## src/design/rvPkg.sv

```systemverilog
package rvPkg;

    localparam int xlen = 32;
    localparam int regAddrWidth = 5;

    typedef logic [xlen-1:0] xlenT;
    typedef logic [31:0] instrT;
    typedef logic [regAddrWidth-1:0] regAddrT;

    // base opcodes of the supported subset
    localparam logic [6:0] opRegReg = 7'b0110011;
    localparam logic [6:0] opImm    = 7'b0010011;
    localparam logic [6:0] opLui    = 7'b0110111;
    localparam logic [6:0] opLoad   = 7'b0000011;
    localparam logic [6:0] opStore  = 7'b0100011;
    localparam logic [6:0] opBranch = 7'b1100011;
    localparam logic [6:0] opJal    = 7'b1101111;
    localparam logic [6:0] opJalr   = 7'b1100111;

    // addi x0, x0, 0
    localparam instrT nopInstr = 32'h0000_0013;
    localparam xlenT resetPc = 32'h0000_0000;

    typedef enum logic [2:0] {
        aluAdd,
        aluSub,
        aluAnd,
        aluOr,
        aluXor,
        aluSlt,
        aluPassB
    } aluFuncT;

    typedef enum logic {
        op1Reg,
        op1Pc
    } op1SelT;

    typedef enum logic [2:0] {
        op2Reg,
        op2ImmI,
        op2ImmS,
        op2ImmB,
        op2ImmU,
        op2ImmJ
    } op2SelT;

    // what execute does with the pc
    typedef enum logic [2:0] {
        pcNext,
        pcBeq,
        pcBne,
        pcJump,
        pcJumpReg
    } pcSelT;

    typedef enum logic [1:0] {
        wbAlu,
        wbPc4,
        wbMem
    } wbSelT;

endpackage

```

## src/design/pipeIf.sv

```systemverilog
`timescale 1ns/1ps

// decode to execute
interface decExIf import rvPkg::*; ();
    logic    valid;
    xlenT    pc;
    xlenT    op1;
    xlenT    op2;
    xlenT    storeData;
    aluFuncT aluFunc;
    pcSelT   pcSel;
    wbSelT   wbSel;
    logic    memRead;
    logic    memWrite;
    logic    regWrite;
    regAddrT rd;

    modport src (output valid, pc, op1, op2, storeData, aluFunc, pcSel, wbSel,
                        memRead, memWrite, regWrite, rd);
    modport dst (input  valid, pc, op1, op2, storeData, aluFunc, pcSel, wbSel,
                        memRead, memWrite, regWrite, rd);
endinterface

// execute to memory access
interface exMemIf import rvPkg::*; ();
    logic    valid;
    xlenT    result;
    xlenT    storeData;
    wbSelT   wbSel;
    logic    memRead;
    logic    memWrite;
    logic    regWrite;
    regAddrT rd;

    modport src (output valid, result, storeData, wbSel, memRead, memWrite, regWrite, rd);
    modport dst (input  valid, result, storeData, wbSel, memRead, memWrite, regWrite, rd);
    // hazard view for decode
    modport mon (input  valid, regWrite, rd);
endinterface

// writeback into the register file
interface wbIf import rvPkg::*; ();
    logic    valid;
    logic    regWrite;
    regAddrT rd;
    xlenT    data;

    modport src (output valid, regWrite, rd, data);
    modport dst (input  valid, regWrite, rd, data);
    modport mon (input  valid, regWrite, rd);
endinterface

// pc redirect plus the execute-stage destination for interlock
interface redirectIf import rvPkg::*; ();
    logic    taken;
    xlenT    target;
    logic    valid;
    logic    regWrite;
    regAddrT rd;

    modport src (output taken, target, valid, regWrite, rd);
    modport dst (input  taken, target, valid, regWrite, rd);
endinterface

```

## src/design/fetchStage.sv

```systemverilog
`timescale 1ns/1ps

module fetchStage import rvPkg::*; (
    input  logic  clk,
    input  logic  rstN,
    input  logic  stall,
    redirectIf.dst redirect,
    output xlenT  pc,
    input  instrT instruction,
    output xlenT  fetchPc,
    output instrT fetchInstr,
    output logic  fetchValid
);

    xlenT pcPlus4;

    assign pcPlus4 = pc + 32'd4;

    // redirect wins over stall for the program counter
    always_ff @(posedge clk or negedge rstN) begin
        if (!rstN) begin
            pc <= resetPc;
            fetchValid <= 1'b0;
        end else if (redirect.taken) begin
            pc <= redirect.target;
            fetchValid <= 1'b0;
        end else if (!stall) begin
            pc <= pcPlus4;
            fetchValid <= 1'b1;
        end
    end

    // fetch/decode payload
    always_ff @(posedge clk) begin
        if (redirect.taken) begin
            fetchPc <= pc;
            // squashed slot
            fetchInstr <= nopInstr;
        end else if (!stall) begin
            fetchPc <= pc;
            fetchInstr <= instruction;
        end
    end

endmodule

```

## src/design/regFile.sv

```systemverilog
`timescale 1ns/1ps

module regFile import rvPkg::*; (
    input  logic    clk,
    input  logic    rstN,
    input  regAddrT readAddr1,
    input  regAddrT readAddr2,
    output xlenT    readData1,
    output xlenT    readData2,
    wbIf.dst        wb,
    input  regAddrT debugAddr,
    output xlenT    debugData
);

    // x0 is not stored
    xlenT regs [31:1];

    always_ff @(posedge clk or negedge rstN) begin
        if (!rstN) begin
            for (int i = 1; i < 32; i++) begin
                regs[i] <= '0;
            end
        end else if (wb.valid && wb.regWrite && wb.rd != '0) begin
            regs[wb.rd] <= wb.data;
        end
    end

    // combinational reads without bypass
    assign readData1 = (readAddr1 == '0) ? '0 : regs[readAddr1];
    assign readData2 = (readAddr2 == '0) ? '0 : regs[readAddr2];
    assign debugData = (debugAddr == '0) ? '0 : regs[debugAddr];

endmodule

```

## src/design/decodeStage.sv

```systemverilog
`timescale 1ns/1ps

module decodeStage import rvPkg::*; (
    input  logic    clk,
    input  logic    rstN,
    input  xlenT    fetchPc,
    input  instrT   fetchInstr,
    input  logic    fetchValid,
    output regAddrT readAddr1,
    output regAddrT readAddr2,
    input  xlenT    readData1,
    input  xlenT    readData2,
    redirectIf.dst  redirect,
    exMemIf.mon     exMem,
    wbIf.mon        wb,
    output logic    stall,
    decExIf.src     decEx
);

    logic [6:0] opcode;
    logic [2:0] funct3;
    regAddrT    rs1;
    regAddrT    rs2;
    regAddrT    rd;
    logic       legal;
    logic       useRs1;
    logic       useRs2;
    logic       rs1Busy;
    logic       rs2Busy;
    logic       regWrite;
    logic       memRead;
    logic       memWrite;
    logic       issue;
    aluFuncT    aluFunc;
    op1SelT     op1Sel;
    op2SelT     op2Sel;
    pcSelT      pcSel;
    wbSelT      wbSel;
    xlenT       immI;
    xlenT       immS;
    xlenT       immB;
    xlenT       immU;
    xlenT       immJ;
    xlenT       op1;
    xlenT       op2;

    // true when src waits on a write still in the pipe
    function automatic logic pending(regAddrT src, logic v, logic we, regAddrT dst);
        return v && we && src != '0 && src == dst;
    endfunction

    assign opcode = fetchInstr[6:0];
    assign funct3 = fetchInstr[14:12];
    assign rs1 = fetchInstr[19:15];
    assign rs2 = fetchInstr[24:20];
    assign rd = fetchInstr[11:7];
    assign readAddr1 = rs1;
    assign readAddr2 = rs2;

    assign immI = {{20{fetchInstr[31]}}, fetchInstr[31:20]};
    assign immS = {{20{fetchInstr[31]}}, fetchInstr[31:25], fetchInstr[11:7]};
    assign immB = {{19{fetchInstr[31]}}, fetchInstr[31], fetchInstr[7],
                   fetchInstr[30:25], fetchInstr[11:8], 1'b0};
    assign immU = {fetchInstr[31:12], 12'b0};
    assign immJ = {{11{fetchInstr[31]}}, fetchInstr[31], fetchInstr[19:12],
                   fetchInstr[20], fetchInstr[30:21], 1'b0};

    // control decode
    always_comb begin
        legal = 1'b0;
        useRs1 = 1'b0;
        useRs2 = 1'b0;
        regWrite = 1'b0;
        memRead = 1'b0;
        memWrite = 1'b0;
        aluFunc = aluAdd;
        op1Sel = op1Reg;
        op2Sel = op2Reg;
        pcSel = pcNext;
        wbSel = wbAlu;
        case (opcode)
            opRegReg: begin
                legal = 1'b1;
                useRs1 = 1'b1;
                useRs2 = 1'b1;
                regWrite = 1'b1;
                case (funct3)
                    3'b000: aluFunc = fetchInstr[30] ? aluSub : aluAdd;
                    3'b010: aluFunc = aluSlt;
                    3'b100: aluFunc = aluXor;
                    3'b110: aluFunc = aluOr;
                    3'b111: aluFunc = aluAnd;
                    default: legal = 1'b0;
                endcase
            end
            opImm: begin
                // addi only
                legal = (funct3 == 3'b000);
                useRs1 = 1'b1;
                regWrite = 1'b1;
                op2Sel = op2ImmI;
            end
            opLui: begin
                legal = 1'b1;
                regWrite = 1'b1;
                op2Sel = op2ImmU;
                aluFunc = aluPassB;
            end
            opLoad: begin
                legal = (funct3 == 3'b010);
                useRs1 = 1'b1;
                regWrite = 1'b1;
                memRead = 1'b1;
                op2Sel = op2ImmI;
                wbSel = wbMem;
            end
            opStore: begin
                legal = (funct3 == 3'b010);
                useRs1 = 1'b1;
                useRs2 = 1'b1;
                memWrite = 1'b1;
                op2Sel = op2ImmS;
            end
            opBranch: begin
                legal = (funct3 == 3'b000) || (funct3 == 3'b001);
                useRs1 = 1'b1;
                useRs2 = 1'b1;
                op2Sel = op2ImmB;
                pcSel = funct3[0] ? pcBne : pcBeq;
            end
            opJal: begin
                legal = 1'b1;
                regWrite = 1'b1;
                op1Sel = op1Pc;
                op2Sel = op2ImmJ;
                pcSel = pcJump;
                wbSel = wbPc4;
            end
            opJalr: begin
                legal = (funct3 == 3'b000);
                useRs1 = 1'b1;
                regWrite = 1'b1;
                op2Sel = op2ImmI;
                pcSel = pcJumpReg;
                wbSel = wbPc4;
            end
            default: legal = 1'b0;
        endcase
    end

    // operand selection
    always_comb begin
        case (op2Sel)
            op2ImmI: op2 = immI;
            op2ImmS: op2 = immS;
            op2ImmB: op2 = immB;
            op2ImmU: op2 = immU;
            op2ImmJ: op2 = immJ;
            default: op2 = readData2;
        endcase
    end

    assign op1 = (op1Sel == op1Pc) ? fetchPc : readData1;

    // interlock against execute, memory and writeback
    assign rs1Busy = pending(rs1, redirect.valid, redirect.regWrite, redirect.rd)
                  || pending(rs1, exMem.valid, exMem.regWrite, exMem.rd)
                  || pending(rs1, wb.valid, wb.regWrite, wb.rd);
    assign rs2Busy = pending(rs2, redirect.valid, redirect.regWrite, redirect.rd)
                  || pending(rs2, exMem.valid, exMem.regWrite, exMem.rd)
                  || pending(rs2, wb.valid, wb.regWrite, wb.rd);
    assign stall = fetchValid && ((useRs1 && rs1Busy) || (useRs2 && rs2Busy));
    assign issue = fetchValid && legal && !stall && !redirect.taken;

    always_ff @(posedge clk or negedge rstN) begin
        if (!rstN) begin
            decEx.valid <= 1'b0;
            decEx.regWrite <= 1'b0;
            decEx.memRead <= 1'b0;
            decEx.memWrite <= 1'b0;
            decEx.pcSel <= pcNext;
        end else begin
            decEx.valid <= issue;
            decEx.regWrite <= issue && regWrite;
            decEx.memRead <= issue && memRead;
            decEx.memWrite <= issue && memWrite;
            decEx.pcSel <= issue ? pcSel : pcNext;
        end
    end

    always_ff @(posedge clk) begin
        decEx.pc <= fetchPc;
        decEx.op1 <= op1;
        decEx.op2 <= op2;
        decEx.storeData <= readData2;
        decEx.aluFunc <= aluFunc;
        decEx.wbSel <= wbSel;
        decEx.rd <= rd;
    end

endmodule

```

## src/design/executeStage.sv

```systemverilog
`timescale 1ns/1ps

module executeStage import rvPkg::*; (
    input  logic   clk,
    input  logic   rstN,
    decExIf.dst    decEx,
    redirectIf.src redirect,
    exMemIf.src    exMem
);

    xlenT aluResult;
    xlenT jumpRegSum;
    xlenT link;
    logic equal;

    always_comb begin
        case (decEx.aluFunc)
            aluSub:   aluResult = decEx.op1 - decEx.op2;
            aluAnd:   aluResult = decEx.op1 & decEx.op2;
            aluOr:    aluResult = decEx.op1 | decEx.op2;
            aluXor:   aluResult = decEx.op1 ^ decEx.op2;
            aluSlt:   aluResult = {31'b0, $signed(decEx.op1) < $signed(decEx.op2)};
            aluPassB: aluResult = decEx.op2;
            default:  aluResult = decEx.op1 + decEx.op2;
        endcase
    end

    // rs1 against rs2 for beq and bne
    assign equal = (decEx.op1 == decEx.storeData);

    always_comb begin
        case (decEx.pcSel)
            pcBeq:     redirect.taken = decEx.valid && equal;
            pcBne:     redirect.taken = decEx.valid && !equal;
            pcJump,
            pcJumpReg: redirect.taken = decEx.valid;
            default:   redirect.taken = 1'b0;
        endcase
    end

    assign jumpRegSum = decEx.op1 + decEx.op2;
    assign redirect.target = (decEx.pcSel == pcJumpReg) ? {jumpRegSum[31:1], 1'b0}
                                                        : decEx.pc + decEx.op2;

    // destination seen by the decode interlock
    assign redirect.valid = decEx.valid;
    assign redirect.regWrite = decEx.regWrite;
    assign redirect.rd = decEx.rd;

    assign link = decEx.pc + 32'd4;

    always_ff @(posedge clk or negedge rstN) begin
        if (!rstN) begin
            exMem.valid <= 1'b0;
            exMem.regWrite <= 1'b0;
            exMem.memRead <= 1'b0;
            exMem.memWrite <= 1'b0;
        end else begin
            exMem.valid <= decEx.valid;
            exMem.regWrite <= decEx.valid && decEx.regWrite;
            exMem.memRead <= decEx.valid && decEx.memRead;
            exMem.memWrite <= decEx.valid && decEx.memWrite;
        end
    end

    always_ff @(posedge clk) begin
        exMem.result <= (decEx.wbSel == wbPc4) ? link : aluResult;
        exMem.storeData <= decEx.storeData;
        exMem.wbSel <= decEx.wbSel;
        exMem.rd <= decEx.rd;
    end

endmodule

```

## src/design/memWriteback.sv

```systemverilog
`timescale 1ns/1ps

module memWriteback import rvPkg::*; (
    input  logic clk,
    input  logic rstN,
    exMemIf.dst  exMem,
    output xlenT memoryAddress,
    output xlenT memoryWriteData,
    output logic memoryReadEnable,
    output logic memoryWriteEnable,
    input  xlenT memoryReadData,
    wbIf.src     wb
);

    // data memory port with enables only for a live item
    assign memoryAddress = exMem.result;
    assign memoryWriteData = exMem.storeData;
    assign memoryReadEnable = exMem.valid && exMem.memRead;
    assign memoryWriteEnable = exMem.valid && exMem.memWrite;

    always_ff @(posedge clk or negedge rstN) begin
        if (!rstN) begin
            wb.valid <= 1'b0;
            wb.regWrite <= 1'b0;
        end else begin
            wb.valid <= exMem.valid;
            wb.regWrite <= exMem.valid && exMem.regWrite;
        end
    end

    // load data or the execute result
    always_ff @(posedge clk) begin
        wb.data <= (exMem.wbSel == wbMem) ? memoryReadData : exMem.result;
        wb.rd <= exMem.rd;
    end

endmodule

```

## src/design/rvCore.sv

```systemverilog
`timescale 1ns/1ps

module rvCore import rvPkg::*; (
    input  logic    clk,
    input  logic    rstN,
    output xlenT    pc,
    input  instrT   instruction,
    output xlenT    memoryAddress,
    output xlenT    memoryWriteData,
    output logic    memoryReadEnable,
    output logic    memoryWriteEnable,
    input  xlenT    memoryReadData,
    input  regAddrT regFileReadRegisterDebug,
    output xlenT    regFileReadDataDebug
);

    xlenT    fetchPc;
    instrT   fetchInstr;
    logic    fetchValid;
    logic    stall;
    regAddrT readAddr1;
    regAddrT readAddr2;
    xlenT    readData1;
    xlenT    readData2;

    decExIf    decExBus ();
    exMemIf    exMemBus ();
    wbIf       wbBus ();
    redirectIf redirectBus ();

    // input side
    fetchStage i_fetchStage (
        .clk(clk),
        .rstN(rstN),
        .stall(stall),
        .redirect(redirectBus.dst),
        .pc(pc),
        .instruction(instruction),
        .fetchPc(fetchPc),
        .fetchInstr(fetchInstr),
        .fetchValid(fetchValid)
    );

    regFile i_regFile (
        .clk(clk),
        .rstN(rstN),
        .readAddr1(readAddr1),
        .readAddr2(readAddr2),
        .readData1(readData1),
        .readData2(readData2),
        .wb(wbBus.dst),
        .debugAddr(regFileReadRegisterDebug),
        .debugData(regFileReadDataDebug)
    );

    decodeStage i_decodeStage (
        .clk(clk),
        .rstN(rstN),
        .fetchPc(fetchPc),
        .fetchInstr(fetchInstr),
        .fetchValid(fetchValid),
        .readAddr1(readAddr1),
        .readAddr2(readAddr2),
        .readData1(readData1),
        .readData2(readData2),
        .redirect(redirectBus.dst),
        .exMem(exMemBus.mon),
        .wb(wbBus.mon),
        .stall(stall),
        .decEx(decExBus.src)
    );

    executeStage i_executeStage (
        .clk(clk),
        .rstN(rstN),
        .decEx(decExBus.dst),
        .redirect(redirectBus.src),
        .exMem(exMemBus.src)
    );

    // output side
    memWriteback i_memWriteback (
        .clk(clk),
        .rstN(rstN),
        .exMem(exMemBus.dst),
        .memoryAddress(memoryAddress),
        .memoryWriteData(memoryWriteData),
        .memoryReadEnable(memoryReadEnable),
        .memoryWriteEnable(memoryWriteEnable),
        .memoryReadData(memoryReadData),
        .wb(wbBus.src)
    );

endmodule

```

## config.mk

```make
export PLATFORM = sky130hd
export DESIGN_NAME = rvCore
export DESIGN_NICKNAME = d
export VERILOG_FILES = /design/src/design/rvPkg.sv /design/src/design/pipeIf.sv /design/src/design/fetchStage.sv /design/src/design/regFile.sv /design/src/design/decodeStage.sv /design/src/design/executeStage.sv /design/src/design/memWriteback.sv /design/src/design/rvCore.sv
export SDC_FILE = /design/constraint.sdc
export NUM_CORES = 2
export LEC_CHECK = 0
export BUFFER_PORTS_ARGS = -buffer_cell sky130_fd_sc_hd__buf_2
export CORE_UTILIZATION = 40
export CTS_BUF_LIST = sky130_fd_sc_hd__clkbuf_8
export CTS_CLUSTER_DIAMETER = 60
export DETAILED_ROUTE_END_ITERATION = 8
export GPL_ROUTABILITY_DRIVEN = 1
export PLACE_DENSITY = 0.53
export SLEW_MARGIN = 15
export SYNTH_ARGS = -nofsm -noshare
export SYNTH_HDL_FRONTEND = slang
export SYNTH_HIERARCHICAL = 1
export SYNTH_SLANG_ARGS = --single-unit
```

## constraint.sdc

```tcl
create_clock -name clk -period 4.61 [get_ports clk]
set_input_delay 0 -clock clk [delete_from_list [all_inputs] [get_ports clk]]
set_output_delay 0 -clock clk [all_outputs]
set_load 0.01 [all_outputs]
```

==> results.txt <==
Number of synthesized flops with an enable pin = 32
Final setup vio count = 0
H-tree depth = 4
Worst Clk Skew = 0.0458 ns
DR vias/cell = 6.49
Internal Power = 20.1 mW
Fill count = 18837
Peak supply drop = 0.316 mV
TritonCTS sink count = 1348
Initial antenna violation count = 14
Worst-path fanout max = 5
Post-CTS setup buffers = 0
Part of the power in registers = 44.9%
Syn avg cell area = 12.2 um2
Crit path launch type = register
Area grow syn2layout = 12.3%
Critical hold path startpoint = instruction[16]
Pleak = 41.1 nW
Slowest stage cell, crit path = o21bai_1
Worst min-delay path class = in -> reg
Starting Density = 40.3%
Number of synthesis warnings = 6
Fin crit period = 4.17 ns
WHS Endpoint = i_fetchStage/fetchInstr[16]
Placed cell areas = 0.0860 mm2
Logic pwr share = 13.7%
Syn_nets = 6983
Number of global-route vias before repair = 62359
GP Congestion = 0.978
Iteration-0 DRC Markers = 7138
Die Y = 456 um
Seq/Total Area, Yosys = 39.4%
Pwr dens = 315 mW/mm2
Wire length per cell = 34.9 um
GRT Util Overall = 32.5%
CP cell instances = inv_1 -> ha_1 -> a211oi_1 -> o21ai_0 -> o21a_1 -> a31o_2 -> o21bai_1 -> a211o_1 -> a31oi_1 -> a311o_1 -> xnor2_1 -> a21oi_1 -> nor2_1 -> a31oi_1
Final wirelength = 343 mm
Port buffer count = 200
Io pins = 201
CP required = 5.46 ns
Tcrit/Tclk final = 90.5%
Most used cell, CP = a31oi_1
Hold Fails Final Rpt = 0
Via count = 63856
Share of cells above drive strength 1 = 37.4%
WHS Path Cells = 5
Cell area after synthesis = 0.0825 mm2
Grt ovf = 0
Root buffer cell = clkbuf_8
Main synth FF type = dfrtp_1
Final Max Tran Viols = 0
Antenna Violating Nets Remaining = 0
Initial DRT Pass Iterations = 6
Die area = 0.208 mm2
Net Switching = 9.06 mW
Crit-path max cell delay = 0.55 ns
Setup TNS = 0 ns
Gate Count Post-Synth = 6780
Worst-Margin Slew = 1.24 ns
First-pass GRT wire length = 485 mm
Seq cells post-synth = 1348
Setup CP Type = reg -> reg
Core area = 0.205 mm2
Worst reg2reg path endpoint = i_fetchStage/pc[31]
Fmax achieved = 0.240 GHz
Final HPWL DP = 219 mm
Critical path arrival = 5.02 ns
Drc violations = 0
Distinct cells, synth = 123
Total CTS buffers = 235
Worst setup EP type = register
Slew margin rel. = 17.7%
Worst skew pair latency = 1.01 ns
Max-cap viol count = 0
Worst Reg-to-Reg Cells = 14
Chip width = 456 um
Status = complete, no violations
Switching Fraction = 31.0%
Clock buffer depth = 3
Async S/R FF share, synth = 77.0%
RSZ-0062 raised after global routing = no
CTS tree = done
Nets@finish = 7117
Clk pin slew, worst setup/hold paths = 0.06 ns
Row Count = 166
Clk pwr share = 41.4%
Largest net degree at the start of global routing = 152
Post-route cell area = 0.0926 mm2
FF-to-FF setup slack = 0.44 ns
Reg2reg start = i_decodeStage/decEx.op1[1]
cell families after synthesis:
logic type	after synthesis	synth area share [%]
flops	1348	39.4
mux	2052	35.7
xor+xnor	176	1.88
buf+inv	833	5.20
compound gates	1111	9.12
fa+ha+maj	132	2.03
simple gates	1128	6.66
critical path, delay by kind of cell, from the launching register on:
family | cells | cell delay (ns)
buffers and inverters | 1 | 0.12
DFF | 1 | 0.46
adders and majority gates | 1 | 0.35
and+or+nand+nor | 1 | 0.10
xor gates and xnor gates | 1 | 0.28
AOI/OAI and AO/OA | 10 | 2.73
layout by cell type, fill, tap and decap left out, drive strengths merged, types with 27 or more instances in the layout:
cell type and count:
mux2i 337, clkinv 33, a221oi 91, dlygate4sd3 130, xor2 53, mux4 574, a22oi 31, nand2b 27
a31oi 38, xnor2 123, o221ai 28, o211ai 49, nor4 40, mux2 1141, dfrtp 1038, o22ai 99
nand3 89, o21ai 199, a21oi 267, clkbuf 315, diode 30, a2111oi 28, a211oi 96, nor2b 126
buf 468, nor2 269, nor3 77, nand2 354, inv 212, ha 129, edfxtp 32, nand4 33
dfxtp 278
repair_timing:
| action | CTS | global route |
|---|---|---|
| hold buffers | 131 | 0 |
| gates resized for setup | 0 | 0 |
| endpoints found under the hold margin | 1102 | 0 |
through the flow:
step	util, %	instances	hold WS (ns)	total power, mW	setup WS, ns
finish	45.2	9840	0.311	29.2	0.437
global route	45.2	9838	0.309	30.1	0.437
CTS	45.2	9810	0.219	29.2	0.702
detailed placement	42.0	9234	0.0614	17.1	0.759
global placement	42.0	9234	0.0454	17.1	0.753
floorplan	-	6780	-0.296	15.2	0.902
flip-flops by register name, summed over array words and instances, names as in the netlist, 3 cells and up:
name / count
i_decodeStage/decEx.op1: 32
i_regFile/regs: 992
i_executeStage/exMem.storeData: 32
i_executeStage/exMem.result: 32
i_fetchStage/fetchInstr: 32
i_fetchStage/fetchPc: 32
i_decodeStage/decEx.storeData: 32
i_executeStage/exMem.rd: 5
i_decodeStage/decEx.aluFunc: 3
i_memWriteback/wb.rd: 5
i_decodeStage/decEx.rd: 5
i_fetchStage/pc: 32
i_memWriteback/wb.data: 32
i_decodeStage/decEx.pcSel: 3
i_decodeStage/decEx.pc: 32
i_decodeStage/decEx.op2: 32
cell type report:
| type | count | area [um2] | area share (%) |
|---|---|---|---|
| flip-flops and latches | 1348 | 32500 | 35.1 |
| diodes | 30 | 75.1 | 0.0810 |
| well taps | 2688 | 3360 | 3.63 |
| inverters | 132 | 498 | 0.538 |
| clock buffers | 315 | 4340 | 4.68 |
| repair buffers | 598 | 4940 | 5.34 |
| multi-input cells | 4599 | 46000 | 49.7 |
| clock inverters | 130 | 847 | 0.914 |
power by group through the flow:
| stage | logic, mW | clock network [mW] | registers [mW] |
|---|---|---|---|
| 2_1_floorplan | 2.64 | 0 | 12.5 |
| 3_3_place_gp | 3.81 | 0 | 13.3 |
| 4_1_cts | 3.91 | 12.3 | 13.1 |
| 3_5_place_dp | 3.81 | 0 | 13.3 |
| 6_report | 4.00 | 12.1 | 13.1 |
| 5_1_grt | 4.15 | 12.8 | 13.1 |
worst max path at each step:
| stage | depth (start not counted) | end | start | slack (ns) |
|---|---|---|---|---|
| 4_1_cts | 14 | i_fetchStage/pc[31] | i_decodeStage/decEx.op1[1] | 0.70 |
| 3_5_place_dp | 14 | i_fetchStage/pc[31] | i_decodeStage/decEx.op1[1] | 0.76 |
| 6_report | 14 | i_fetchStage/pc[31] | i_decodeStage/decEx.op1[1] | 0.44 |
| 3_3_place_gp | 11 | i_executeStage/exMem.result[21] | i_decodeStage/decEx.op1[1] | 0.75 |
| 5_1_grt | 15 | i_fetchStage/pc[30] | i_decodeStage/decEx.op2[0] | 0.44 |
| 2_1_floorplan | 10 | i_fetchStage/fetchPc[0] | i_fetchStage/fetchInstr[21] | 0.90 |
per-layer routing:
metal,track usage (%),up-vias,wire (um)
met5,0,-,60
met4,16.3,8,19000
met3,7.09,689,31000
met2,47.8,3506,150000
met1,44.9,33679,143000
li1,-,25974,-
cells in the mapped netlist, types with 15 or more instances:
cell type	instances	area share [%]
o21ai_0	195	1.2
nand2b_1	26	0.20
a31oi_1	35	0.27
o21a_1	17	0.15
edfxtp_1	32	1.2
o221ai_1	27	0.29
inv_1	130	0.59
a211oi_1	94	0.86
ha_1	129	2.0
buf_6	29	0.40
o211ai_1	47	0.43
o22ai_1	99	0.75
a221oi_1	89	0.94
nand3_1	89	0.54
dfxtp_1	278	6.7
mux2_1	25	0.34
a21oi_1	265	1.6
nand2_1	351	1.6
mux2_4	90	1.6
nor4_1	38	0.29
mux4_2	574	16
nor3_1	72	0.44
nand4_1	32	0.24
o32a_1	21	0.25
xnor2_1	122	1.3
a2111oi_0	27	0.29
a22oi_1	31	0.28
and2_1	20	0.15
a21o_1	26	0.24
mux2i_1	337	4.1
nor2b_1	124	0.94
and3_1	20	0.15
buf_4	137	1.2
mux2_2	1026	14
nor2_1	269	1.2
dfrtp_1	1038	31
buf_2	165	1.0
clkbuf_1	302	1.4
o31ai_1	15	0.14
xor2_1	53	0.56
buf_1	45	0.20
No activity file was read; power rests on OpenSTA's default activity.
